### src/design/ising_params.svh
`ifndef ISING_PARAMS_SVH
`define ISING_PARAMS_SVH

// number of coupled oscillators read out by the sampler
`define ISING_N_SPINS 8

// width of the phase counters and of every count setting
`define ISING_COUNT_W 32

// bus widths
`define ISING_ADDR_W 8
`define ISING_DATA_W 32

// wide enough to index every spin
`define ISING_SPIN_IDX_W 3

// register map, byte addresses on the 8-bit bus
`define ISING_ADDR_CTRL     8'h00
`define ISING_ADDR_MAX      8'h04
`define ISING_ADDR_CUTOFF   8'h08
`define ISING_ADDR_RUN_LEN  8'h0C
`define ISING_ADDR_EXT_SPIN 8'h10
`define ISING_ADDR_SPINS    8'h14

// phase counter of spin i sits at base + 4*i
`define ISING_PHASE_BASE    8'h40

`endif

### src/design/ising_pkg.sv
`default_nettype none

`include "ising_params.svh"

package ising_pkg;

    // one bit per oscillator
    typedef logic [`ISING_N_SPINS-1:0] spin_vec_t;

    // phase counter value, also used for ceiling, cutoff and run length
    typedef logic [`ISING_COUNT_W-1:0] count_t;

    typedef logic [`ISING_ADDR_W-1:0] addr_t;

    typedef logic [`ISING_DATA_W-1:0] data_t;

    typedef logic [`ISING_SPIN_IDX_W-1:0] spin_idx_t;

    // run timer states
    typedef enum logic {
        RUN_IDLE,
        RUN_ACTIVE
    } run_state_t;

endpackage

`default_nettype wire

### src/design/ising_csr.sv
`default_nettype none

`include "ising_params.svh"

module ising_csr (
    input  logic                  clk,
    input  logic                  arst_n,
    input  logic                  wr_en,
    input  logic                  rd_en,
    input  ising_pkg::addr_t      addr,
    input  ising_pkg::data_t      wdata,
    input  logic                  busy,
    input  logic                  done,
    input  ising_pkg::count_t     phase,
    input  ising_pkg::spin_vec_t  spins,
    output ising_pkg::data_t      rdata,
    output logic                  rdata_valid,
    output logic                  start_pulse,
    output ising_pkg::count_t     counter_max,
    output ising_pkg::count_t     counter_cutoff,
    output ising_pkg::count_t     run_len,
    output ising_pkg::spin_vec_t  ext_spin,
    output ising_pkg::spin_idx_t  phase_sel
);

    ising_pkg::addr_t phase_offset;
    logic             phase_hit;
    logic             start_req;
    logic             done_flag;
    ising_pkg::data_t rdata_nxt;

    // the phase window decode picks the counter that the sampler returns through phase_sel
    assign phase_offset = addr - `ISING_PHASE_BASE;
    assign phase_sel    = ising_pkg::spin_idx_t'(phase_offset >> 2);
    assign phase_hit    = (addr >= `ISING_PHASE_BASE) &&
                          ((phase_offset >> 2) < `ISING_N_SPINS) &&
                          (addr[1:0] == 2'b00);

    // a write landing while the pulse is still out would slip in before busy rises
    assign start_req = wr_en && (addr == `ISING_ADDR_CTRL) && wdata[0] &&
                       !busy && !start_pulse;

    always_ff @(posedge clk or negedge arst_n) begin
        if (!arst_n) begin
            start_pulse <= 1'b0;
        end else begin
            start_pulse <= start_req;
        end
    end

    always_ff @(posedge clk or negedge arst_n) begin
        if (!arst_n) begin
            counter_max    <= '0;
            counter_cutoff <= '0;
            run_len        <= '0;
            ext_spin       <= '0;
        end else if (wr_en) begin
            case (addr)
                `ISING_ADDR_MAX:      counter_max    <= wdata;
                `ISING_ADDR_CUTOFF:   counter_cutoff <= wdata;
                `ISING_ADDR_RUN_LEN:  run_len        <= wdata;
                `ISING_ADDR_EXT_SPIN: ext_spin       <= wdata[`ISING_N_SPINS-1:0];
                default: ;
            endcase
        end
    end

    // sticky until the next run starts
    always_ff @(posedge clk or negedge arst_n) begin
        if (!arst_n) begin
            done_flag <= 1'b0;
        end else if (done) begin
            done_flag <= 1'b1;
        end else if (start_pulse) begin
            done_flag <= 1'b0;
        end
    end

    always_comb begin
        rdata_nxt = '0;
        case (addr)
            `ISING_ADDR_CTRL:     rdata_nxt = ising_pkg::data_t'({done_flag, busy});
            `ISING_ADDR_MAX:      rdata_nxt = counter_max;
            `ISING_ADDR_CUTOFF:   rdata_nxt = counter_cutoff;
            `ISING_ADDR_RUN_LEN:  rdata_nxt = run_len;
            `ISING_ADDR_EXT_SPIN: rdata_nxt = ising_pkg::data_t'(ext_spin);
            `ISING_ADDR_SPINS:    rdata_nxt = ising_pkg::data_t'(spins);
            default: begin
                if (phase_hit) begin
                    rdata_nxt = phase;
                end
            end
        endcase
    end

    // read data appears one cycle after the strobe
    always_ff @(posedge clk or negedge arst_n) begin
        if (!arst_n) begin
            rdata       <= '0;
            rdata_valid <= 1'b0;
        end else begin
            rdata_valid <= rd_en;
            if (rd_en) begin
                rdata <= rdata_nxt;
            end
        end
    end

    // the timer and sampler both count on a start only ever reaching an idle timer
    a_start_idle : assert property (
        @(posedge clk) disable iff (!arst_n)
        start_pulse |-> !busy
    );

endmodule

`default_nettype wire

### src/design/ising_sampler_top.sv
`default_nettype none

module ising_sampler_top (
    input  logic                  clk,
    input  logic                  arst_n,
    input  logic                  wr_en,
    input  logic                  rd_en,
    input  ising_pkg::addr_t      addr,
    input  ising_pkg::data_t      wdata,
    input  ising_pkg::spin_vec_t  osc_out,
    output ising_pkg::data_t      rdata,
    output logic                  rdata_valid,
    output logic                  run_busy,
    output logic                  run_done
);

    logic                 start_pulse;
    logic                 busy;
    logic                 done;
    ising_pkg::count_t    counter_max;
    ising_pkg::count_t    counter_cutoff;
    ising_pkg::count_t    run_len;
    ising_pkg::spin_vec_t ext_spin;
    ising_pkg::spin_idx_t phase_sel;
    ising_pkg::count_t    phase;
    ising_pkg::spin_vec_t ge_cutoff;
    ising_pkg::spin_vec_t spins;

    ising_csr csr0 (
        .clk            (clk),
        .arst_n         (arst_n),
        .wr_en          (wr_en),
        .rd_en          (rd_en),
        .addr           (addr),
        .wdata          (wdata),
        .busy           (busy),
        .done           (done),
        .phase          (phase),
        .spins          (spins),
        .rdata          (rdata),
        .rdata_valid    (rdata_valid),
        .start_pulse    (start_pulse),
        .counter_max    (counter_max),
        .counter_cutoff (counter_cutoff),
        .run_len        (run_len),
        .ext_spin       (ext_spin),
        .phase_sel      (phase_sel)
    );

    run_timer timer0 (
        .clk         (clk),
        .arst_n      (arst_n),
        .start_pulse (start_pulse),
        .run_len     (run_len),
        .busy        (busy),
        .done        (done)
    );

    phase_sampler sampler0 (
        .clk            (clk),
        .arst_n         (arst_n),
        .osc_out        (osc_out),
        .ext_spin       (ext_spin),
        .start_pulse    (start_pulse),
        .busy           (busy),
        .counter_max    (counter_max),
        .counter_cutoff (counter_cutoff),
        .phase_sel      (phase_sel),
        .phase          (phase),
        .ge_cutoff      (ge_cutoff)
    );

    spin_readout readout0 (
        .clk       (clk),
        .arst_n    (arst_n),
        .done      (done),
        .ge_cutoff (ge_cutoff),
        .ext_spin  (ext_spin),
        .spins     (spins)
    );

    assign run_busy = busy;
    assign run_done = done;

endmodule

`default_nettype wire

### src/design/phase_sampler.sv
`default_nettype none

`include "ising_params.svh"

module phase_sampler (
    input  logic                  clk,
    input  logic                  arst_n,
    input  ising_pkg::spin_vec_t  osc_out,
    input  ising_pkg::spin_vec_t  ext_spin,
    input  logic                  start_pulse,
    input  logic                  busy,
    input  ising_pkg::count_t     counter_max,
    input  ising_pkg::count_t     counter_cutoff,
    input  ising_pkg::spin_idx_t  phase_sel,
    output ising_pkg::count_t     phase,
    output ising_pkg::spin_vec_t  ge_cutoff
);

    ising_pkg::spin_vec_t mismatch_raw;
    ising_pkg::spin_vec_t mismatch_q1;
    ising_pkg::spin_vec_t mismatch_q2;
    ising_pkg::spin_vec_t mismatch_q3;
    ising_pkg::count_t    phase_all [`ISING_N_SPINS];

    // sampling the xor tells us whether each oscillator is in phase with its reference
    assign mismatch_raw = osc_out ^ ext_spin;

    // osc_out comes straight off the analog array, so three flops before use
    always_ff @(posedge clk or negedge arst_n) begin
        if (!arst_n) begin
            mismatch_q1 <= '0;
            mismatch_q2 <= '0;
            mismatch_q3 <= '0;
        end else begin
            mismatch_q1 <= mismatch_raw;
            mismatch_q2 <= mismatch_q1;
            mismatch_q3 <= mismatch_q2;
        end
    end

    for (genvar i = 0; i < `ISING_N_SPINS; i++) begin : g_spin
        // up on agreement, down on disagreement, pinned at both ends
        always_ff @(posedge clk or negedge arst_n) begin
            if (!arst_n) begin
                phase_all[i] <= '0;
            end else if (start_pulse) begin
                phase_all[i] <= counter_cutoff;
            end else if (busy) begin
                if (mismatch_q3[i]) begin
                    if (phase_all[i] != '0) begin
                        phase_all[i] <= phase_all[i] - 1'b1;
                    end
                end else if (phase_all[i] < counter_max) begin
                    phase_all[i] <= phase_all[i] + 1'b1;
                end
            end
        end

        assign ge_cutoff[i] = (phase_all[i] >= counter_cutoff);

        // only meaningful when the run started at or below the ceiling
        a_below_max : assert property (
            @(posedge clk) disable iff (!arst_n)
            (busy && (counter_cutoff <= counter_max)) |-> (phase_all[i] <= counter_max)
        );
    end

    assign phase = phase_all[phase_sel];

endmodule

`default_nettype wire

### src/design/run_timer.sv
`default_nettype none

module run_timer (
    input  logic              clk,
    input  logic              arst_n,
    input  logic              start_pulse,
    input  ising_pkg::count_t run_len,
    output logic              busy,
    output logic              done
);

    ising_pkg::run_state_t state;
    ising_pkg::run_state_t state_nxt;
    ising_pkg::count_t     remaining;
    ising_pkg::count_t     remaining_nxt;
    logic                  done_nxt;

    always_comb begin
        state_nxt     = state;
        remaining_nxt = remaining;
        done_nxt      = 1'b0;
        case (state)
            ising_pkg::RUN_IDLE: begin
                if (start_pulse) begin
                    if (run_len != '0) begin
                        state_nxt     = ising_pkg::RUN_ACTIVE;
                        remaining_nxt = run_len;
                    end else begin
                        // empty run finishes straight away
                        done_nxt = 1'b1;
                    end
                end
            end
            ising_pkg::RUN_ACTIVE: begin
                remaining_nxt = remaining - 1'b1;
                if (remaining == ising_pkg::count_t'(1)) begin
                    state_nxt = ising_pkg::RUN_IDLE;
                    done_nxt  = 1'b1;
                end
            end
            default: state_nxt = ising_pkg::RUN_IDLE;
        endcase
    end

    always_ff @(posedge clk or negedge arst_n) begin
        if (!arst_n) begin
            state     <= ising_pkg::RUN_IDLE;
            remaining <= '0;
            busy      <= 1'b0;
            done      <= 1'b0;
        end else begin
            state     <= state_nxt;
            remaining <= remaining_nxt;
            busy      <= (state_nxt == ising_pkg::RUN_ACTIVE);
            done      <= done_nxt;
        end
    end

    a_done_not_busy : assert property (
        @(posedge clk) disable iff (!arst_n) done |-> !busy
    );

    // the countdown stays above zero for as long as the run is active
    a_busy_remaining : assert property (
        @(posedge clk) disable iff (!arst_n) busy |-> (remaining != '0)
    );

endmodule

`default_nettype wire

### src/design/spin_readout.sv
`default_nettype none

module spin_readout (
    input  logic                  clk,
    input  logic                  arst_n,
    input  logic                  done,
    input  ising_pkg::spin_vec_t  ge_cutoff,
    input  ising_pkg::spin_vec_t  ext_spin,
    output ising_pkg::spin_vec_t  spins
);

    ising_pkg::spin_vec_t spin_abs;

    // a set decision means the oscillator tracked its reference bit,
    // so the absolute phase is the reference where set and its inverse where clear
    assign spin_abs = ge_cutoff ^ ~ext_spin;

    // counters are frozen once busy drops, so the done cycle sees final values
    always_ff @(posedge clk or negedge arst_n) begin
        if (!arst_n) begin
            spins <= '0;
        end else if (done) begin
            spins <= spin_abs;
        end
    end

endmodule

`default_nettype wire

### config.mk
export PLATFORM = sky130hd
export DESIGN_NAME = ising_sampler_top
export DESIGN_NICKNAME = d
export VERILOG_FILES = /design/src/design/ising_pkg.sv /design/src/design/ising_csr.sv /design/src/design/ising_sampler_top.sv /design/src/design/phase_sampler.sv /design/src/design/run_timer.sv /design/src/design/spin_readout.sv
export VERILOG_INCLUDE_DIRS = /design/src /design/src/design
export SDC_FILE = /design/constraint.sdc
export NUM_CORES = 2
export LEC_CHECK = 0
export ABC_AREA = 1
export BUFFER_PORTS_ARGS = -buffer_cell sky130_fd_sc_hd__buf_2
export CAP_MARGIN = 30
export CORE_AREA = 2 2 362 399
export CTS_BUF_LIST = sky130_fd_sc_hd__clkbuf_4
export DETAILED_ROUTE_END_ITERATION = 16
export DIE_AREA = 0 0 364 401
export PLACE_DENSITY = 0.5
export SETUP_SLACK_MARGIN = 0.05
export SLEW_MARGIN = 20
export SYNTH_ARGS = -nofsm -noshare
export SYNTH_HDL_FRONTEND = slang
export SYNTH_SLANG_ARGS = --single-unit
### constraint.sdc
create_clock -name clk -period 2.74 [get_ports clk]
set_input_delay 0.274 -clock clk [delete_from_list [all_inputs] [get_ports clk]]
set_output_delay 0.274 -clock clk [all_outputs]
set_load 0.005 [all_outputs]
==> summary.md <==
| Metric | Value |
|---|---|
| Gate power share | `0.490` |
| Most area-consuming cells after synthesis | `dfrtp_1 (22%), nand2_1 (19%), ha_1 (18%), inv_1 (7.4%), a21oi_1 (5.1%)` |
| Share of synthesized registers carrying an async set or reset | `1.00` |
| Slew @ Worst Pin | `0.849 ns` |
| Core Area | `142000 µm²` |
| Status | `finished, final reports clean` |
| Net count after synthesis | `9008` |
| Clock Tree Buf Depth | `3` |
| Period utilisation layout | `0.956` |
| Post-synth top flop | `dfrtp_1` |
| Die Y | `401 µm` |
| Crit. End Element | `register` |
| Element type at the critical path start | `register` |
| Gr ovfl total | `0` |
| Number of I/O port buffers | `86` |
| Synth area leader | `dfrtp_1` |
| Clock power frac | `0.244` |
| Initial antenna violation count | `29` |
| Register area share after synthesis | `0.221` |
| TritonCTS clock tree | `yes` |
| Synthesized area | `52200 µm²` |
| Layout cells sized above 1 | `0.101` |
| CP required | `3.85 ns` |
| EDFF count, synth | `0` |
| Fin crit period | `2.62 ns` |
| Fmax | `0.382 GHz` |
| Layout area overhead | `18.3%` |
| First drt pass iteration count | `6` |
| Max-slew violation count | `0` |
| Leak pwr | `34.4 nW` |
| Non-Filler Instances | `10.9k` |
| Flop pwr share | `0.265` |
| Post-route setup TNS | `0 ns` |
| Starting density of the core | `0.368` |
| Crit Path Category | `register to register` |
| Detailed placement HPWL | `219000 µm` |
| Worst vdd ir | `335 µV` |
| RePlAce Congestion | `1.06` |
| Number of primary I/O pins | `87` |
| Fill count | `15.2k` |
| TritonCTS Buffers | `145` |
| Synth Area per Inst | `6.36 µm²` |
| Clock root cell | `clkbuf_4` |
| YS warnings | `0` |
| Htree depth | `4` |
| DIE AREA | `146000 µm²` |
| RSZ-0062 raised after global routing | `true` |
| Pin count of the biggest net entering global routing | `88` |
| Die X | `364 µm` |
| Max-Cap Viols | `0` |
| Slew HR | `0.434` |
| Final wirelength | `281000 µm` |
| First-pass GRT wire length | `394000 µm` |
| Switching power total | `0.0145 W` |
| Internal | `0.0162 W` |
| Top cell type's share of synthesized area | `0.221` |
| Routed vias/inst | `5.62` |
| CP Max Fanout | `16` |
| Worst-Skew Late Latency | `1.29 ns` |
| Synth Register Bits | `461` |
| Post-DRT Antenna Nets | `0` |
| Final layout net count | `9633` |
| Number of global-route vias before repair | `55.8k` |
| Vias | `61.0k` |
| Clk slew on worst S/H paths | `0.07 ns` |
| Sw Ratio | `0.471` |
| Mapped Cells | `8202` |
| Pwr/cell area | `498 nW/µm²` |
| Most frequent cells after synthesis | `nand2_1 (2604), inv_1 (1025), ha_1 (746)` |
| Final clock skew | `0.108 ns` |
| Remaining DRCs | `0` |
| DRT iter0 DRCs | `6194` |
| GRT Resource Usage Total | `0.376` |
| Final setup viols | `0` |
| Clk sinks | `461` |
| Crit path DAT | `3.73 ns` |
| Top-count cell post-synth | `nand2_1` |
| Hold WC Path Type | `input port to register` |
| Routed wire per std cell | `25.9 µm` |
| Placed cells | `10.5k` |
| Final Hold Viols | `0` |
| Num rows | `145` |
| Synth cell types | `56` |
cell families after synthesis:
| group | Yosys count | synth area share |
|---|---|---|
| AO/OA/AOI/OAI | 1480 | 0.154 |
| AND/OR/NAND/NOR | 4219 | 0.341 |
| XOR/XNOR | 57 | 0.00957 |
| flip-flops | 461 | 0.221 |
| adder cells (fa/ha/maj) | 754 | 0.182 |
| buffers and inverters | 1231 | 0.0933 |
critical path, cell delays in order (launching register included):
cell       delay [ns]
dfrtp_1          0.37
inv_1            0.32
buf_12           0.20
ha_1             0.24
nand2_1          0.07
nand2_1          0.05
nand2_1          0.05
nand2_1          0.05
nand2_1          0.06
nand2_1          0.06
nand2_1          0.06
nand2_1          0.07
nand2_1          0.07
nand2_1          0.13
nand3_2          0.15
nand3_4          0.15
clkbuf_16        0.25
nand2_1          0.07
o21ai_1          0.06
sequential cells by signal, indices dropped and copies added, names as in the netlist, 8 cells and up:
register / cells
csr0.run_len: 32
csr0.counter_cutoff: 32
csr0.counter_max: 32
sampler0.mismatch_q2: 8
timer0.remaining: 32
readout0.spins: 8
csr0.ext_spin: 8
sampler0.mismatch_q1: 8
sampler0.phase_all: 256
csr0.rdata: 32
sampler0.mismatch_q3: 8
power by group through the flow:
stage	clock [W]	sequential (W)	combinational, W
final	0.00750	0.00815	0.0151
after global routing	0.00801	0.00815	0.0167
after CTS	0.00765	0.00810	0.0147
after detailed placement	0	0.00823	0.0145
after global placement	0	0.00823	0.0144
after floorplan	0	0.00797	0.00945
cell usage in the layout, fill, tap and decap left out, types with 15 or more instances in the layout:
cell type and n:
nand3_1 479, or2_2 16, nor3_1 72, nor2_2 16
dfrtp_1 460, buf_12 62, diode_2 23, o211ai_1 15
nand2_2 20, o21ai_1 141, nand3b_1 31, dlygate4sd3_1 109
o22ai_1 153, nand4_1 228, nor4_1 80, buf_2 85
inv_1 1022, clkinv_1 39, nand2_1 2594, clkbuf_4 197
xnor2_1 31, ha_1 735, nor2_1 625, o21ai_0 482
inv_2 18, buf_4 398, a31oi_1 46, xor2_1 25
o21bai_1 33, o21a_1 20, a21oi_1 518
through the flow:
step	util	worst slack, ns	power [W]	hold slack, ns	cell area [µm²]
2_1_floorplan	-	0.208	0.0174	-0.0216	52200
3_3_place_gp	0.411	0.0413	0.0227	0.287	58300
3_5_place_dp	0.411	0.0612	0.0227	0.290	58300
4_1_cts	0.432	0.0908	0.0305	0.00549	61200
5_1_grt	0.435	-0.00211	0.0329	0.101	61700
6_report	0.435	0.120	0.0307	0.145	61700
cell type report:
cell class | count | area (µm²) | share of cell area
Tap cell | 1911 | 2390 | 0.0388
Clock buffer | 197 | 1480 | 0.0240
Sequential cell | 461 | 11500 | 0.187
Inverter | 1041 | 3910 | 0.0634
Clock inverter | 54 | 344 | 0.00558
Multi-Input combinational cell | 6510 | 36000 | 0.584
Antenna cell | 23 | 57.6 | 0.000933
Timing Repair Buffer | 668 | 5960 | 0.0966
final timing paths:
check,from,endpoint,slack (ns),depth (start not counted)
setup / recovery,csr0.counter_max[1],sampler0.phase_all[140],0.12,18
hold / removal,rd_en,csr0.rdata[0],0.15,4
setup reg to reg,csr0.counter_max[1],sampler0.phase_all[140],0.12,18
hold reg to reg,sampler0.mismatch_q2[0],sampler0.mismatch_q3[0],0.35,0
max in group asynchronous,arst_n,sampler0.phase_all[129],1.49,6
min in group asynchronous,arst_n,sampler0.phase_all[46],0.25,4
what timing repair did:
action | 4_1_cts | 5_1_grt
cloned | 0 | 3
buffers inserted | 0 | 4
endpoints found under the setup margin | 8 | 114
resized for setup | 2 | 64
endpoints found under the hold margin | 607 | 0
hold buffers | 111 | 0
pin swaps | 0 | 1
routing by layer:
layer | up-vias | global-route usage | wire [µm] | share of wire
li1 | 28834 | - | - | -
met1 | 28662 | 0.491 | 118000 | 0.42
met2 | 2862 | 0.557 | 118000 | 0.42
met3 | 670 | 0.0857 | 25600 | 0.091
met4 | 4 | 0.234 | 19500 | 0.069
met5 | - | 0 | 27 | 0.000096
Power figures use the tool's default switching activity.
